[src/design/modulation_pkg.sv]
package modulation_pkg;

    // fft output stream
    localparam int fft_w = 29;
    localparam int index_w = 12;

    // full bin power, sum of two squares
    localparam int power_w = 60;

    // buffered slice of the power, bits 59 down to 28
    localparam int stored_w = 32;
    localparam int stored_lsb = power_w - stored_w;

    // lower half of the 4096-point frame is kept
    localparam int bin_count = 2048;
    localparam int addr_w = 11;

    // centre bin shifts for the threshold tests
    localparam int cw_shift = 11;
    localparam int am_shift = 8;

    // votes per decision and counter width
    localparam int frames_per_decision = 10;
    localparam int tally_w = 4;

    // modulation codes, also driven on the leds
    localparam int mod_w = 2;
    localparam logic [mod_w-1:0] mod_unknown = 2'd0;
    localparam logic [mod_w-1:0] mod_cw = 2'd1;
    localparam logic [mod_w-1:0] mod_am = 2'd2;
    localparam logic [mod_w-1:0] mod_fm = 2'd3;

    // display digits for each code
    localparam logic [3:0] digit_unknown = 4'h0;
    localparam logic [3:0] digit_cw = 4'hC;
    localparam logic [3:0] digit_am = 4'hA;
    localparam logic [3:0] digit_fm = 4'hF;

    // capture fsm encoding
    localparam int cap_state_w = 2;
    localparam logic [cap_state_w-1:0] cap_idle = 2'd0;
    localparam logic [cap_state_w-1:0] cap_collect = 2'd1;
    localparam logic [cap_state_w-1:0] cap_read = 2'd2;
    localparam logic [cap_state_w-1:0] cap_report = 2'd3;

    // seven segment display, active low, bit 7 is the dot
    localparam int digit_count = 4;
    localparam logic [7:0] seg_patterns [16] = '{
        8'hC0, 8'hF9, 8'hA4, 8'hB0,
        8'h99, 8'h92, 8'h82, 8'hF8,
        8'h80, 8'h90, 8'h88, 8'h83,
        8'hC6, 8'hA1, 8'h86, 8'h8E
    };

endpackage

[src/design/modulation_vote.sv]
`timescale 1ns/10ps

module modulation_vote import modulation_pkg::*; (
    input  logic                clk_64m,
    input  logic                rst,
    input  logic [stored_w-1:0] centre_bin,
    input  logic [stored_w-1:0] side_bin,
    input  logic                bins_valid,
    output logic [mod_w-1:0]    mod_type
);

    logic               cw_hit;
    logic               am_hit;
    logic               last_vote;
    logic               decide;
    logic [tally_w-1:0] cw_count;
    logic [tally_w-1:0] am_count;
    logic [tally_w-1:0] fm_count;
    logic [tally_w-1:0] frame_cnt;
    logic [mod_w-1:0]   majority;

    // narrow carrier, side bin far below the peak
    assign cw_hit = (centre_bin >> cw_shift) > side_bin;
    // sidebands present but still well below the carrier
    assign am_hit = (centre_bin >> am_shift) > side_bin;

    assign last_vote = bins_valid &&
                       frame_cnt == tally_w'(frames_per_decision - 1);

    // frame counter
    always_ff @(posedge clk_64m) begin
        if (rst) begin
            frame_cnt <= '0;
        end else if (last_vote) begin
            frame_cnt <= '0;
        end else if (bins_valid) begin
            frame_cnt <= frame_cnt + 1'b1;
        end
    end

    // decision follows the tenth vote by one cycle
    always_ff @(posedge clk_64m) begin
        if (rst) begin
            decide <= 1'b0;
        end else begin
            decide <= last_vote;
        end
    end

    // tallies, one vote per frame
    always_ff @(posedge clk_64m) begin
        if (rst) begin
            cw_count <= '0;
            am_count <= '0;
            fm_count <= '0;
        end else if (decide) begin
            // fresh start for the next group
            cw_count <= '0;
            am_count <= '0;
            fm_count <= '0;
        end else if (bins_valid) begin
            if (cw_hit) begin
                cw_count <= cw_count + 1'b1;
            end else if (am_hit) begin
                am_count <= am_count + 1'b1;
            end else begin
                fm_count <= fm_count + 1'b1;
            end
        end
    end

    // majority, ties fall towards fm
    always_comb begin
        if (cw_count > am_count) begin
            majority = (cw_count > fm_count) ? mod_cw : mod_fm;
        end else begin
            majority = (am_count > fm_count) ? mod_am : mod_fm;
        end
    end

    always_ff @(posedge clk_64m) begin
        if (rst) begin
            mod_type <= mod_unknown;
        end else if (decide) begin
            mod_type <= majority;
        end
    end

endmodule

[config.mk]
export PLATFORM = sky130hd
export DESIGN_NAME = modulation_vote
export DESIGN_NICKNAME = d
export VERILOG_FILES = /design/src/design/modulation_pkg.sv /design/src/design/modulation_vote.sv
export SDC_FILE = /design/constraint.sdc
export NUM_CORES = 1
export LEC_CHECK = 0
export ABC_AREA = 1
export BUFFER_PORTS_ARGS = -buffer_cell sky130_fd_sc_hd__buf_2
export CAP_MARGIN = 20
export CELL_PAD_IN_SITES_DETAIL_PLACEMENT = 0
export CELL_PAD_IN_SITES_GLOBAL_PLACEMENT = 1
export CORE_ASPECT_RATIO = 0.6
export CORE_MARGIN = 1.5
export CORE_UTILIZATION = 33
export CTS_CLUSTER_DIAMETER = 100
export DETAILED_ROUTE_END_ITERATION = 8
export PLACE_DENSITY = 0.81
export SYNTH_ARGS = -nofsm -noshare
export SYNTH_HDL_FRONTEND = slang
export SYNTH_SLANG_ARGS = --single-unit
[constraint.sdc]
create_clock -name clk_64m -period 1.5 [get_ports clk_64m]
set_input_delay 0.15 -clock clk_64m [delete_from_list [all_inputs] [get_ports clk_64m]]
set_output_delay 0.15 -clock clk_64m [all_outputs]
set_load 0.1 [all_outputs]
==> key figures, run 1 <==
Yosys
  – Avg Inst Size Synth: 6.86 µm²
  – Async SR Flop Fraction: 0%
  – Area leader, netlist: ha_1
  – Synth Flop Type: dfxtp_1
  – Post-synth top area share: 33.3%
  – Unique masters post-synth: 27
  – Synth Net Count: 468
  – #FFs+latches synth: 19
  – Post-synth EDFFs: 0
  – Synth Instances: 339
  – Commonest cells post-synth: nand2_1, ha_1, inv_1, nor2_1, a21oi_1
  – Sequential fraction of the synthesis area: 16.3%
  – Combined area of all synthesized cells: 0.00233 mm²
  – Count leader, synth: nand2_1
  – Synth area leaders: ha_1, dfxtp_1, nand2_1, inv_1, a21oi_1
  – Ys Warns: 0

Route
  – Drt total wl: 6.60 mm
  – 1st-iter DRT viols: 100
  – 1st-pass router iterations: 6
  – Via Count: 2436
  – DR vias/cell: 4.82
  – Drc violations: 0
  – Final ANT Viol Nets: 0
  – Drt wl/cell: 13.1 µm

Final layout
  – Layout cell share with drive strength beyond 1: 42.6%
  – Nets: 548
  – Ant. Diodes: 0
  – Final non-filler cell total: 505
  – Final instance area: 0.00354 mm²
  – Area Growth Syn to Fin: 52.1%

Clock tree
  – CTS tree: built
  – H-tree depth: 1
  – Clock buffer count from CTS: 3
  – Clk sink count: 19
  – CTS root buffer: clkbuf_16
  – Worst skew pair latency: 0.25 ns
  – Clock buffer depth: 2
  – Worst-path clk slew: 0.05 ns

Worst setup path
  – Setup CP Type: input pin to register
  – Critical-path cell list: buf_2 > inv_1 > ha_1 > a21oi_1 > o21ai_1 > a21oi_2 > nand2_1 > nand2_1 > nand2_2 > nand2_4 > nand3_4 > nand2_2 > nand2_1 > nor2_1
  – CP startpoint kind: input pin
  – CP max stage delay: 0.28 ns
  – WP data required: 1.69 ns
  – Reg-to-reg startpoint: am_count[1]
  – Critical path peak fanout: 7
  – Worst Reg-to-Reg Cells: 10
  – Crit path DAT: 1.73 ns
  – Crit. End Element: register
  – Flop-to-flop setup slack: 0.04 ns
  – FF-to-FF End: mod_type[0]
  – Worst path bufs/invs: 2
  – Slowest CP cell: ha_1
  – Cell family with most CP delay: simple AND/OR/NAND/NOR gates
  – Critical Path Most Common Cell: nand2_1

Floorplanning
  – Core box area: 0.00673 mm²
  – Ports: 69
  – Initial Util: 34.6%
  – FP Rows: 23
  – Chip width: 111 µm
  – Die height: 68.1 µm
  – DIE AREA: 0.00758 mm²

Timing
  – Final Cycle Share: 103%
  – Slew Viols, Final: 0
  – Relative slew slack: 68.0%
  – RSZ-0062 raised after global routing: yes
  – Max Freq: 648 MHz
  – Final hold vios: 0
  – Setup_tns: -0.149 ns
  – Setup ws final: -0.0421 ns
  – # setup viols final: 8
  – Final Skew: 0.00150 ns
  – Min cycle time layout: 1.54 ns
  – Worst Tran Pin Value: 0.484 ns

Global route
  – GRT overflow: 0
  – First-pass GRT wire length: 10.1 mm
  – Initial antenna violation count: 0
  – Largest net degree at the start of global routing: 11
  – GR Util met3: 2.21%
  – GRT Util Overall: 16.7%
  – Met1 usage: 25.4%
  – Vias in the first global route: 2220
  – Met2 Resource Use GR: 25.2%
  – Layer with the highest usage: met1

Status
  – Status: finished, violations left
  – Failing checks: setup timing

Hold path
  – WHS Path Cells: 2
  – Worst hold path type: input pin to register
  – Worst Hold Launch: rst
  – Hold EP: decide

Pwr
  – Pwr/cell area: 500 mW/mm²
  – Pleak: 1.69 nW
  – Maximum vdd ir drop: 0.000323 V
  – Tot Pwr: 1.77 mW

Placed design
  – Dpl hpwl: 5.05 mm
  – RePlAce Congestion: 0.861
  – I/O Buffers: 60
  – Placed insts: 497
  – Worst slack, placed: -0.496 ns
  – Placement Cell Area: 0.00282 mm²

Run
  – Max_cap viols: 0
cell usage in the layout (no fill, tap or decap), types with 2 or more instances in the layout:
cell type | Yosys | routed
a21oi_1 | 33 | 22
a21oi_2 | 1 | 11
buf_2 | 1 | 50
buf_4 | 0 | 14
buf_6 | 0 | 10
buf_8 | 0 | 2
clkbuf_16 | 0 | 3
dfxtp_1 | 19 | 15
dfxtp_2 | 0 | 4
ha_1 | 62 | 38
ha_4 | 0 | 24
inv_1 | 53 | 34
inv_2 | 1 | 16
inv_4 | 0 | 3
nand2_1 | 78 | 60
nand2_2 | 3 | 16
nand2_4 | 0 | 5
nand3_1 | 13 | 11
nand3_4 | 0 | 3
nand4_1 | 7 | 7
nor2_1 | 37 | 31
nor2_2 | 2 | 4
nor2_4 | 0 | 4
nor3_1 | 4 | 2
o21a_1 | 2 | 2
o21ai_0 | 7 | 4
o21ai_1 | 0 | 3
xnor2_1 | 3 | 3
xor2_1 | 3 | 3
flip-flops by register name (all words and copies together), names as in the netlist:
register and count:
am_count 4, cw_count 4, fm_count 4, frame_cnt 4, mod_type 2, decide 1
worst max-delay path by stage:
stage	endpoint	slack (ns)	depth (start not counted)	startpoint
3_3_place_gp	am_count[3]	-0.49	13	centre_bin[19]
2_1_floorplan	am_count[3]	0.02	13	side_bin[15]
3_5_place_dp	am_count[3]	-0.50	14	side_bin[11]
6_report	fm_count[2]	-0.04	14	side_bin[15]
5_1_grt	fm_count[3]	-0.14	16	side_bin[8]
4_1_cts	cw_count[1]	-0.03	12	side_bin[19]
report_power, final:
part | switching (mW) | internal (mW) | total, mW
sequential | 0.0133 | 0.517 | 0.531
combinational | 0.361 | 0.326 | 0.687
clock | 0.190 | 0.362 | 0.551
final cells by class:
cell class / count / area (µm²)
flip-flops and latches: 19 / 385
repair buffers: 76 / 498
well taps: 87 / 109
inverters: 54 / 215
multi-input cells: 265 / 2250
fillers: 655 / 3190
clock buffers: 4 / 78.8
what timing repair did:
action	4_1_cts	5_1_grt
pin swaps	5	36
setup endpoints to repair	10	14
hold endpoints to repair	0	0
hold buffers	0	0
buffers inserted	1	3
gates cloned	0	0
gates resized for setup	11	118
worst register-to-register path, cell delays in order (launching register included):
cell and delay, ns:
dfxtp_1 0.32, inv_1 0.04, ha_1 0.28, inv_1 0.06, nor2_1 0.03, o211ai_1 0.16, nand2_1 0.09, nand2_2 0.09
nand3_1 0.09, o221ai_2 0.14, inv_1 0.06
routing by layer:
layer	vias to the layer above	routed length (µm)
met5	-	0
met1	1089	3570
met4	0	68
met2	57	2730
met3	6	229
li1	1284	-
logic make-up (layout without fill, tap and decap cells):
logic type / Yosys count / after routing / share of synthesized area (%)
XOR/XNOR: 6 / 6 / 2.26
flip-flops: 19 / 19 / 16.3
buffers and inverters: 55 / 134 / 8.92
AND/OR/NAND/NOR: 150 / 150 / 28.2
adder cells (fa/ha/maj): 62 / 62 / 33.3
AO/OA/AOI/OAI: 47 / 47 / 11.0
per-stage QoR:
stage | hold WS [ns] | util (%)
5_1_grt | 0.0887 | 52.6
3_3_place_gp | 0.340 | 41.9
2_1_floorplan | 0.222 | -
3_5_place_dp | 0.352 | 41.9
4_1_cts | 0.0865 | 44.2
6_report | 0.0881 | 52.6
No activity file was read; power rests on OpenSTA's default activity.
==> run 2, diff against run 1 <==
--- a/config.mk
+++ b/config.mk
@@ -11,7 +11,7 @@
 export CELL_PAD_IN_SITES_DETAIL_PLACEMENT = 0
 export CELL_PAD_IN_SITES_GLOBAL_PLACEMENT = 1
 export CORE_ASPECT_RATIO = 0.6
-export CORE_MARGIN = 1.5
+export CORE_MARGIN = 2
 export CORE_UTILIZATION = 33
 export CTS_CLUSTER_DIAMETER = 100
 export DETAILED_ROUTE_END_ITERATION = 8
==> constraint.sdc (replaced) <==
create_clock -name clk_64m -period 1.3 [get_ports clk_64m]
set_input_delay 0.13 -clock clk_64m [delete_from_list [all_inputs] [get_ports clk_64m]]
set_output_delay 0.13 -clock clk_64m [all_outputs]
set_load 0.1 [all_outputs]
==> key figures, run 2 (synthesized netlist as in run 1, its figures left out) <==
Clock tree
  – Clock buffer depth: 2 (unchanged)
  – H-tree depth: 1 (unchanged)
  – CTS root buffer: clkbuf_16
  – CTS Hold Bufs: 0 (unchanged)
  – Clock buffer count from CTS: 3 (unchanged)
  – CTS tree: built
  – Clk sink count: 19 (unchanged)
  – Worst skew pair latency: 0.25 ns (about the same)
  – Worst-path clk slew: 0.05 ns (about the same)

Final layout
  – Final non-filler cell total: 514 (+1.8%)
  – Leading cell types in the layout, fill and taps excluded: nand2_1, buf_2, ha_1, ha_4
  – Area Growth Syn to Fin: 64.8%
  – Nets: 557 (+1.6%)
  – Fillers: 628 (-4.1%)
  – Most common cell after layout, fill and taps aside: nand2_1
  – Layout cell share with drive strength beyond 1: 52.2% (+9.6 points)
  – Final instance area: 0.00383 mm² (+8.3%)
  – Ant. Diodes: 0 (unchanged)

Status
  – Failing checks: setup timing
  – Status: finished, violations left

Worst setup path
  – WP data required: 1.44 ns (-0.25 ns)
  – CP startpoint kind: register
  – Crit path DAT: 1.63 ns (-0.10 ns)
  – Crit. End Element: register
  – Critical path peak fanout: 2 (-5)
  – Setup CP Type: register to register

Route
  – Drc violations: 0 (unchanged)
  – 1st-iter DRT viols: 77 (-23%)
  – Via Count: 2435 (-0.041%)
  – 1st-pass router iterations: 4 (-2)
  – Final ANT Viol Nets: 0 (unchanged)
  – Drt total wl: 6.75 mm (+2.2%)
  – DR vias/cell: 4.74 (-1.8%)
  – Drt wl/cell: 13.1 µm (+0.42%)

Timing
  – Final Skew: 0.00161 ns (+0.000107 ns)
  – # setup viols final: 14 (+6)
  – Final hold vios: 0 (unchanged)
  – Min cycle time layout: 1.49 ns
  – Setup ws final: -0.192 ns (-0.150 ns)
  – Worst hold slack: 0.0594 ns (-0.0287 ns)
  – Worst Tran Pin Value: 0.487 ns (+0.00367 ns)
  – Slew Viols, Final: 0 (unchanged)
  – Max Freq: 670 MHz
  – Final Cycle Share: 115%
  – RSZ-0062 raised after global routing: yes
  – Relative slew slack: 67.7% (-0.24 points)

Floorplanning
  – Core box area: 0.00676 mm² (+0.43%)
  – FP Rows: 23 (unchanged)
  – DIE AREA: 0.00776 mm² (+2.4%)
  – Die height: 69.1 µm (+1.5%)
  – Ports: 69 (unchanged)
  – Initial Util: 34.4% (-0.15 points)
  – Chip width: 112 µm (+0.90%)

Placed design
  – Dpl hpwl: 5.36 mm (+6.1%)
  – Placed insts: 507 (+2.0%)
  – RePlAce Congestion: 0.815 (-5.4%)
  – Placement Cell Area: 0.00322 mm² (+14%)
  – I/O Buffers: 60 (unchanged)

Pwr
  – Pwr/cell area: 559 mW/mm² (+12%)
  – Maximum vdd ir drop: 0.000435 V (+35%)
  – Pleak: 1.73 nW (+1.9%)

Hold path
  – Worst hold path type: input pin to register

Global route
  – First-pass GRT wire length: 10.8 mm (+6.7%)
  – Met1 usage: 26.8% (+1.3 points)
  – Initial antenna violation count: 0 (unchanged)
  – Largest net degree at the start of global routing: 11 (unchanged)
  – Met2 Resource Use GR: 24.5% (-0.73 points)
  – GRT overflow: 0 (unchanged)
  – GRT Util Overall: 17.0% (+0.24 points)
  – Vias in the first global route: 2336 (+5.2%)
  – GR Util met3: 3.25% (+1.0 points)
  – Layer with the highest usage: met1

Run
  – Max_cap viols: 0 (unchanged)
## run 2: changes by cell type in the layout (fill, tap and decap cells not counted), sizes merged
cell / delta
buf: +9
## run 2: layout make-up
class	count	area (µm²)	share of cell area, %
Tap cell	87	109	2.84
Timing Repair Buffer	85	589	15.4
Inverter	54	260	6.79
Clock buffer	4	78.8	2.06
Multi-Input combinational cell	265	2410	62.8
Sequential cell	19	389	10.1
## run 2: metal layers
layer | up-vias | part of all wire, %
met3 | 4 | 4.2
met4 | 0 | 0.61
met5 | - | 0
li1 | 1308 | -
met1 | 1072 | 56
met2 | 51 | 39
## run 2: where the power goes
group	leakage (nW)	internal, mW	switching (mW)
combinational	1.53	0.441	0.459
sequential	0.157	0.597	0.00947
clock	0.0382	0.417	0.222
## run 2: worst max-delay path, cell delays in order (launching register included)
cell,delay (ns)
dfxtp_2,0.33
inv_2,0.05
ha_4,0.27
inv_2,0.03
nor2_1,0.08
o211ai_1,0.09
nand2_1,0.08
nand2_2,0.09
nor3_2,0.17
buf_4,0.15
a21oi_2,0.05
## run 2: final timing paths
kind	cells after the start	to	slack (ns)	from
worst min-delay path	2	decide	0.06	rst
worst max register to register	10	mod_type[1]	-0.19	am_count[1]
worst max-delay path	10	mod_type[1]	-0.19	am_count[1]
worst min register to register	2	frame_cnt[2]	0.47	frame_cnt[2]
## run 2: through the flow
step | setup WS, ns | total power [mW] | TNS [ns] | utilization (%)
6_report | -0.192 | 2.15 | -1.46 | 56.7
5_1_grt | -0.280 | 2.30 | -3.01 | 56.7
4_1_cts | -0.157 | 2.05 | -1.14 | 52.3
3_5_place_dp | -0.528 | 1.32 | -6.16 | 47.7
3_3_place_gp | -0.487 | 1.30 | -5.86 | 47.7
2_1_floorplan | -0.0956 | 1.05 | -0.813 | -
## run 2: repair_timing
item                                    4_1_cts  5_1_grt
gates resized for setup                      54       64
endpoints found under the setup margin       14       14
pin swaps                                    40       34
setup buffers                                 1        2
