==> config.mk <==
export PLATFORM = sky130hd
export DESIGN_NAME = seg7_scan
export DESIGN_NICKNAME = d
export VERILOG_FILES = /design/src/design/modulation_pkg.sv /design/src/design/seg7_scan.sv
export SDC_FILE = /design/constraint.sdc
export NUM_CORES = 1
export LEC_CHECK = 0
export BUFFER_PORTS_ARGS = -buffer_cell sky130_fd_sc_hd__buf_2
export CORE_UTILIZATION = 25
export CTS_BUF_LIST = sky130_fd_sc_hd__clkbuf_2 sky130_fd_sc_hd__clkbuf_4 sky130_fd_sc_hd__clkbuf_8
export DETAILED_ROUTE_END_ITERATION = 16
export GPL_ROUTABILITY_DRIVEN = 0
export SLEW_MARGIN = 20
export SYNTH_ARGS = -nofsm -noshare
export SYNTH_HDL_FRONTEND = slang
export SYNTH_SLANG_ARGS = --single-unit
==> constraint.sdc <==
create_clock -name clk_64m -period 1.85 [get_ports clk_64m]
set_input_delay 0.37 -clock clk_64m [delete_from_list [all_inputs] [get_ports clk_64m]]
set_output_delay 0.37 -clock clk_64m [all_outputs]
set_load 0.03 [all_outputs]
==> src/design/modulation_pkg.sv <==
package modulation_pkg;

    // fft output stream
    localparam int fft_w = 29;
    localparam int index_w = 12;

    // full bin power, sum of two squares
    localparam int power_w = 60;

    // buffered slice of the power, bits 59 down to 28
    localparam int stored_w = 32;
    localparam int stored_lsb = power_w - stored_w;

    // lower half of the 4096-point frame is kept
    localparam int bin_count = 2048;
    localparam int addr_w = 11;

    // centre bin shifts for the threshold tests
    localparam int cw_shift = 11;
    localparam int am_shift = 8;

    // votes per decision and counter width
    localparam int frames_per_decision = 10;
    localparam int tally_w = 4;

    // modulation codes, also driven on the leds
    localparam int mod_w = 2;
    localparam logic [mod_w-1:0] mod_unknown = 2'd0;
    localparam logic [mod_w-1:0] mod_cw = 2'd1;
    localparam logic [mod_w-1:0] mod_am = 2'd2;
    localparam logic [mod_w-1:0] mod_fm = 2'd3;

    // display digits for each code
    localparam logic [3:0] digit_unknown = 4'h0;
    localparam logic [3:0] digit_cw = 4'hC;
    localparam logic [3:0] digit_am = 4'hA;
    localparam logic [3:0] digit_fm = 4'hF;

    // capture fsm encoding
    localparam int cap_state_w = 2;
    localparam logic [cap_state_w-1:0] cap_idle = 2'd0;
    localparam logic [cap_state_w-1:0] cap_collect = 2'd1;
    localparam logic [cap_state_w-1:0] cap_read = 2'd2;
    localparam logic [cap_state_w-1:0] cap_report = 2'd3;

    // seven segment display, active low, bit 7 is the dot
    localparam int digit_count = 4;
    localparam logic [7:0] seg_patterns [16] = '{
        8'hC0, 8'hF9, 8'hA4, 8'hB0,
        8'h99, 8'h92, 8'h82, 8'hF8,
        8'h80, 8'h90, 8'h88, 8'h83,
        8'hC6, 8'hA1, 8'h86, 8'h8E
    };

endpackage

==> src/design/seg7_scan.sv <==
`timescale 1ns/10ps

module seg7_scan import modulation_pkg::*; (
    input  logic                   clk_64m,
    input  logic                   rst,
    input  logic [3:0]             digit,
    output logic [digit_count-1:0] seg_s,
    output logic [7:0]             seg_ap
);

    // selected digit position
    logic [$clog2(digit_count)-1:0] scan_cnt;

    // free-running scan, one position per clock
    always_ff @(posedge clk_64m) begin
        if (rst) begin
            scan_cnt <= '0;
        end else begin
            scan_cnt <= scan_cnt + 1'b1;
        end
    end

    // digit enables are active low
    always_comb begin
        seg_s = '1;
        seg_s[scan_cnt] = 1'b0;
    end

    // same code on every position
    assign seg_ap = seg_patterns[digit];

endmodule

==> results of run 1 <==
worst max path at each step:
| stage | from | slack (ps) | end |
|---|---|---|---|
| global placement | digit[0] | -60 | seg_ap[3] |
| detailed placement | digit[0] | -90 | seg_ap[3] |
| global route | digit[1] | 3 | seg_ap[3] |
| floorplan | digit[0] | 9 | seg_ap[1] |
| finish | digit[1] | 20 | seg_ap[3] |
| CTS | digit[0] | 1 | seg_ap[3] |
layout make-up:
type / instances / area, sq um / share of cell area
Timing Repair Buffer: 24 / 149 / 0.256
Inverter: 10 / 37.5 / 0.0645
Sequential cell: 2 / 40.0 / 0.0688
Multi-Input combinational cell: 33 / 314 / 0.540
Clock buffer: 3 / 22.5 / 0.0387
Tap cell: 15 / 18.8 / 0.0323
metal layers:
metal,share of wire,track usage,wire (microns)
met5,0,0,0
met4,0,0.0774,0
met3,0.058,0.0391,54
met2,0.56,0.234,516
met1,0.38,0.129,354
kinds of logic after synthesis:
group / Yosys count
flops: 2
other cells: 1
fa+ha+maj: 11
simple gates: 8
mux: 6
compound gates: 7
buf+inv: 12
through the flow:
step                      total power [uW]  instances   util  instance area [sq um]
after floorplan                        147         47      -                    393
after global placement                 195         84  0.388                    537
after detailed placement               198         84  0.388                    537
after CTS                              307         87  0.417                    577
after global routing                   327         87  0.421                    582
final                                  302         87  0.421                    582
critical path: stages:
cell,delay [ps]
buf_2,110
buf_4,140
ha_1,200
mux4_2,480
buf_6,150
report_power, final:
group | total (uW) | switching [uW] | internal, uW
Clock | 95.2 | 23.7 | 71.5
Combinational | 155 | 94.9 | 60.5
Sequential | 51.2 | 3.68 | 47.6
Total | 302 | 122 | 180
timing repair:
item	in CTS	in global routing
pin swaps	1	0
hold endpoints to repair	0	0
buffers inserted	0	0
setup endpoints to repair	1	2
resized for setup	6	3
cell usage in the layout, fill, tap and decap left out, drive strengths merged:
cell type  count
inv           10
dfxtp          2
ha            11
o211ai         1
or3            2
nor2           2
nor2b          1
o2bb2ai        1
nand3          1
clkbuf         3
buf           24
conb           1
nand2          1
mux2i          5
o21ai          5
mux4           1
nand2b         1
==> metrics, run 1 <==
status finished, final reports clean; GRT Residual Overflow 0; CP max FO 4; post-synth top area cell ha_1; synth top area cells ha_1, mux2i_1, dfxtp_1; CTS Buf Count 3; DRT Pass-1 Iters 4; register area share after synthesis 0.102; Pins Over Slew Limit 0; largest family of logic cells by synthesized area adder cells; worst path required time 1480 ps; Ys Warns 0; CTS max path bufs 2; Hold WS 311 ps; # H-tree levels 1; Die X 41.6 microns; area fraction in compound gates after synthesis 0.105; Hold Crit Endpoint scan_cnt[0]; VDD IR max 0.000298 V; max FFs per register 2; RR Endpoint scan_cnt[1]; Synth Flop Type dfxtp_1; Initial Utilization 0.284; critical path launch point type primary input; mean post-synth cell area 8.36 sq um; Final Skew 1.84 ps; synth-to-layout area growth 48.1%; CP Class in -> out; RSZ-0062 raised after global routing false; root buffer selected by CTS clkbuf_4; Die Y 41.6 microns; worst slack at placement -92.8 ps; Final period util 0.989; Skew-Pair Late Insertion Delay 220 ps; Post-synth EDFFs 0; PortBufs 16; antenna violations before repair 0; #FFs+latches synth 2; CTS tree done; CTS hold repair buffers 0; Layout Nets 91; Cells after Synth 47; detailed-placement wirelength estimate 713 microns; cell area power density 519 mW/mm^2; Fin. Hold Viols 0; via count 398; arrival time worst endpoint 1460 ps; count leader, synth ha_1; Synth Area in Simple Gates 0.105; fin crit period 1830 ps; Yosys cell types 17; IO Count 18; most instantiated cells after synthesis ha_1, inv_1, mux2i_1, o21ai_0; die footprint 0.00173 sq mm; Core Box Area 0.00138 sq mm; asr flop ratio synth 0; post-route setup slack 20.4 ps; pin count of the biggest net entering global routing 10; crit end category output pin; worst r2r src scan_cnt[0]; ratio of cells with drive above 1 in the final layout 0.472; biggest regs scan_cnt (2); first-pass GRT wire length 1720 microns; syn_nets 64; Antenna diodes 0; HP Class in -> reg; CTS sink cnt 2; hold path depth 2; routed len/inst 10.6 microns; post-synth top area share 0.350; Avg Vias per Cell 4.57; maxcap violations 0; DRC errors left 0; TNS Setup 0 ps; synthesized area 393 sq um; setup violators final 0; # fillers 155; FF-to-FF path depth 3; Adder-Cell Fraction of Synth Area 0.350; Lkg Pwr 0.000316 uW; hold path startpoint rst; Antenna Violating Nets Remaining 0; routed wire length 926 microns; R2R setup slack 880 ps; mux contribution to synthesized area 0.194; total global routing track utilization 0.130; Post-Synth XOR/XNOR Area 0; Max Clk Rate 547 MHz; vias in the first global route 417; FP Rows 13; DRT iter0 DRCs 6; clock slew at reported path FFs 30 ps; Reg with most FFs scan_cnt
Power figures use the tool's default switching activity.
==> inputs of run 2 (changes only) <==
CORE_AREA = 2 2 39 41   (was unset)
CORE_UTILIZATION = unset   (was 25)
DIE_AREA = 0 0 41 43   (was unset)
==> metrics, run 2 (synthesized netlist as in run 1, its figures left out) <==
Skew-Pair Late Insertion Delay 230 ps (was 220 ps); VDD IR max 0.000219 V (was 0.000298 V); FP Rows 14 (was 13); clock slew at reported path FFs 30 ps (about the same); CP max-delay cell mux4_2 (unchanged); first-pass GRT wire length 1270 microns (was 1720 microns); top layer in use met4 (was met3); Reg with most FFs scan_cnt (unchanged); RSZ-0062 raised after global routing false (unchanged); crit end category output pin (unchanged); via count 397 (was 398); most frequent cells in the layout buf_2, buf_4, ha_1 (unchanged); Layout Nets 92 (was 91); pin count of the biggest net entering global routing 8 (was 10); Max Clk Rate 551 MHz (was 547 MHz); # H-tree levels 1 (unchanged); CTS Buf Count 3 (unchanged); crit path buf inv count 3 (unchanged); Lkg Pwr 0.000327 uW (was 0.000316 uW); arrival time worst endpoint 1440 ps (was 1460 ps); HP Class in -> reg (unchanged); DRT iter0 DRCs 0 (was 6); Final period util 0.980 (was 0.989); antenna violations before repair 0 (unchanged); Met2 Routed Length 479 microns (was 516 microns); DRC errors left 0 (unchanged); register area 40.0 sq um (unchanged); Post-Place Cells 86 (was 84); biggest regs scan_cnt (2) (unchanged); Sequential Power Share 0.166 (was 0.170); Final Skew 1.72 ps (was 1.84 ps); Post-CTS Setup Bufs 0 (unchanged); Avg Vias per Cell 4.46 (was 4.57); routed len/inst 9.58 microns (was 10.6 microns); CP max FO 3 (was 4); total power 309 uW (was 302 uW); worst path required time 1480 ps (about the same); Pint 183 uW (was 180 uW); critical path cell sequence buf_2 > buf_4 > ha_1 > mux4_2 > buf_6 (unchanged); Initial Utilization 0.284 (about the same); DRT Pass-1 Iters 1 (was 4); IO Count 18 (unchanged); critical path's largest stage delay 480 ps (about the same); detailed-placement wirelength estimate 697 microns (was 713 microns); Clock power frac 0.323 (was 0.315); WL met1 313 microns (was 354 microns); sw power 126 uW (was 122 uW); ratio of cells with drive above 1 in the final layout 0.479 (was 0.472); Comb power frac 0.511 (was 0.515); cell area power density 514 mW/mm^2 (was 519 mW/mm^2); CTS hold repair buffers 0 (unchanged); routed wire length 853 microns (was 926 microns); max FFs per register 2 (unchanged); CTS tree done (unchanged); Die X 41 microns (was 41.6 microns); switching part of the total 0.407 (was 0.405); CTS sink cnt 2 (unchanged); CTS max path bufs 2 (unchanged); CP top delay family multiplexers (unchanged); # fillers 148 (was 155); Post-Layout Cell Count 89 (was 87); Antenna diodes 0 (unchanged); Die Y 43 microns (was 41.6 microns); PortBufs 16 (unchanged); root buffer selected by CTS clkbuf_4 (unchanged); status finished, final reports clean (unchanged); routed wl met3 42 microns (was 54 microns); Pins Over Slew Limit 0 (unchanged); maxcap violations 0 (unchanged); die footprint 0.00176 sq mm (was 0.00173 sq mm); total global routing track utilization 0.110 (was 0.130); synth-to-layout area growth 52.9% (was 48.1%); Fin. Hold Viols 0 (unchanged); vias in the first global route 358 (was 417); critical path launch point type primary input (unchanged); Antenna Violating Nets Remaining 0 (unchanged); Post-Route Utilization 0.434 (was 0.421); Core Box Area 0.00138 sq mm (about the same); setup violators final 0 (unchanged); footprint of the multi-input gates 319 sq um (was 314 sq um); CP Class in -> out (unchanged); GRT Residual Overflow 0 (unchanged); fin crit period 1810 ps (was 1830 ps)
[run 2: cell types whose count changed in the layout (fill, tap and decap cells not counted), sizes merged]
cell	change
buf	+1
[run 2: power by group through the flow]
stage	clock network, uW	logic, uW	registers (uW)
2_1_floorplan	0	96.5	50.9
3_3_place_gp	0	145	51.7
3_5_place_dp	0	146	51.9
4_1_cts	106	156	51.3
5_1_grt	111	172	51.8
6_report	99.8	158	51.1
[run 2: layout make-up]
type,instances,area share
Clock buffer,3,0.0375
Tap cell,16,0.0333
Multi-Input combinational cell,33,0.531
Sequential cell,2,0.0667
Inverter,10,0.0625
Timing Repair Buffer,25,0.269
[run 2: routing by layer]
layer	track usage	vias up
li1	-	202
met1	0.0836	178
met2	0.206	15
met3	0.0157	2
met4	0.100	0
met5	0	-
[run 2: stage by stage]
stage          setup WS, ps  cell area, sq um  hold WS [ps]  TNS, ps
5_1_grt                5.57               601           302        0
6_report               36.3               601           306        0
2_1_floorplan          8.93               393           433        0
3_3_place_gp          -40.9               546           455    -40.9
3_5_place_dp          -55.6               546           462    -69.0
4_1_cts                2.66               588           297        0
[run 2: final timing paths]
path	slack [ps]	endpoint	cells after the start	startpoint
hold reg to reg	460	scan_cnt[0]	1	scan_cnt[0]
setup reg to reg	880	scan_cnt[1]	3	scan_cnt[0]
hold / removal	310	scan_cnt[0]	2	rst
setup / recovery	40	seg_ap[3]	5	digit[1]
[run 2: timing repair]
item                       CTS  global route
pin swaps                    0             0
gates resized for setup      8             4
setup endpoints to repair    2             4
[run 2: worst reg2reg max path, delay by kind of cell, from the launching register on]
kind          cells  cell delay (ps)
buf+inv           1               80
flops             1              370
simple gates      1              130
fa+ha+maj         1              290
==> inputs of run 3 (changes only) <==
CORE_AREA = unset   (was 2 2 39 41)
CORE_UTILIZATION = 24   (was unset)
DIE_AREA = unset   (was 0 0 41 43)
==> metrics, run 3 (synthesized netlist as in run 1, its figures left out) <==
# fillers 165 (was 148); # H-tree levels 1 (unchanged); synth-to-layout area growth 57.0% (was 52.9%); CP most frequent cell buf_4; CP max FO 4 (was 3); CTS Buf Count 3 (unchanged); critical path's largest stage delay 460 ps (was 480 ps); VDD IR max 0.000297 V (was 0.000219 V); Final Skew 1.01 ps (was 1.72 ps); Die Y 42.5 microns (was 43 microns); most frequent cells in the layout buf_2, buf_4, inv_1, ha_1 (was buf_2, buf_4, ha_1); CP Class in -> out (unchanged); first-pass GRT wire length 1520 microns (was 1270 microns); Reg with most FFs scan_cnt (unchanged); crit path buf inv count 3 (unchanged); critical path launch point type primary input (unchanged); maxcap violations 0 (unchanged); IO Count 18 (unchanged); crit end category output pin (unchanged); Lkg Pwr 0.000320 uW (was 0.000327 uW); worst r2r src scan_cnt[0] (unchanged); CTS sink cnt 2 (unchanged); commonest non-fill, non-tap cell in the layout buf_2; ratio of cells with drive above 1 in the final layout 0.486 (was 0.479); CP top delay family multiplexers (unchanged); routed len/inst 10.4 microns (was 9.58 microns); DRT iter0 DRCs 5 (was 0); Hold Crit Endpoint scan_cnt[1] (was scan_cnt[0]); GRT Residual Overflow 0 (unchanged); Fin. Hold Viols 0 (unchanged); clock slew at reported path FFs 30 ps (about the same); fin crit period 1810 ps (about the same); root buffer selected by CTS clkbuf_4 (unchanged); Clock power frac 0.312 (was 0.323); Antenna Violating Nets Remaining 0 (unchanged); Max Clk Rate 553 MHz (was 551 MHz); Antenna diodes 0 (unchanged); Post-Route Utilization 0.405 (was 0.434); HP Class in -> reg (unchanged); Die X 42.5 microns (was 41 microns); sw power 126 uW (about the same); cell area power density 501 mW/mm^2 (was 514 mW/mm^2); Sequential Power Share 0.166 (about the same); die footprint 0.00180 sq mm (was 0.00176 sq mm); worst path required time 1480 ps (about the same); Layout Nets 91 (was 92); critical path cell sequence buf_4 > buf_4 > ha_4 > mux4_2 > buf_6 (was buf_2 > buf_4 > ha_1 > mux4_2 > buf_6); RR Endpoint scan_cnt[1] (unchanged); DRT Pass-1 Iters 4 (was 1); FP Rows 14 (unchanged); footprint of the multi-input gates 337 sq um (was 319 sq um); hold path startpoint rst (unchanged); Avg Vias per Cell 4.51 (was 4.46); arrival time worst endpoint 1440 ps (about the same); status finished, final reports clean (unchanged); setup violators final 0 (unchanged); CTS tree done (unchanged); Comb power frac 0.521 (was 0.511); via count 397 (unchanged); pin count of the biggest net entering global routing 9 (was 8); Post-Place Cells 85 (was 86); biggest regs scan_cnt (2) (unchanged); detailed-placement wirelength estimate 702 microns (was 697 microns); max FFs per register 2 (unchanged); TNS Setup 0 ps (unchanged); DRC errors left 0 (unchanged); PortBufs 16 (unchanged); Post-CTS Setup Bufs 0 (unchanged); Core Box Area 0.00152 sq mm (was 0.00138 sq mm); CP max-delay cell mux4_2 (unchanged); Initial Utilization 0.258 (was 0.284); CTS hold repair buffers 0 (unchanged); R2R setup slack 870 ps (was 880 ps); register area 40.0 sq um (unchanged); Pins Over Slew Limit 0 (unchanged); CTS max path bufs 2 (unchanged); vias in the first global route 363 (was 358); total global routing track utilization 0.108 (was 0.110); FF-to-FF path depth 3 (unchanged); hold path depth 2 (unchanged); Skew-Pair Late Insertion Delay 220 ps (was 230 ps); RSZ-0062 raised after global routing false (unchanged); Pint 183 uW (about the same); antenna violations before repair 0 (unchanged); Post-Layout Cell Count 88 (was 89); routed wire length 915 microns (was 853 microns); switching part of the total 0.409 (was 0.407); Final period util 0.977 (was 0.980)
==> run 3: layout make-up <==
type / count / area share
multi-input cells: 33 / 0.546
repair buffers: 24 / 0.252
inverters: 10 / 0.0690
flip-flops and latches: 2 / 0.0649
clock buffers: 3 / 0.0365
well taps: 16 / 0.0325
==> run 3: per-stage QoR <==
| step | hold slack, ps | worst slack, ps | total power (uW) | cell area, sq um |
|---|---|---|---|---|
| 6_report | 321 | 42.7 | 309 | 617 |
| 5_1_grt | 317 | 6.92 | 330 | 617 |
| 3_5_place_dp | 472 | -84.5 | 197 | 538 |
| 4_1_cts | 310 | 5.65 | 308 | 581 |
| 3_3_place_gp | 452 | -54.9 | 194 | 538 |
| 2_1_floorplan | 433 | 8.93 | 147 | 393 |
==> run 3: power by group through the flow <==
stage	registers, uW	clock network (uW)	logic [uW]
after global placement	51.6	0	143
after CTS	51.6	103	153
after global routing	52.3	103	175
after floorplan	50.9	0	96.5
final	51.4	96.5	161
after detailed placement	52.1	0	145
==> run 3: worst max path at each step <==
stage,from,to,slack [ps],cells after the start
6_report,digit[0],seg_ap[3],40,5
5_1_grt,digit[0],seg_ap[3],7,5
4_1_cts,digit[1],seg_ap[3],6,6
3_5_place_dp,digit[0],seg_ap[3],-80,5
3_3_place_gp,digit[0],seg_ap[3],-50,5
2_1_floorplan,digit[0],seg_ap[1],9,4
==> run 3: routing by layer <==
metal	track usage	vias up	routed length, microns
met3	0.0129	0	51
met5	0	-	0
met4	0.0375	0	0
met1	0.111	178	337
li1	-	200	-
met2	0.215	19	526
==> run 3: repair_timing <==
item                       CTS  global route
pin swaps                    1             0
gates cloned                 0             0
gates resized for setup      7             9
setup endpoints to repair    1             1
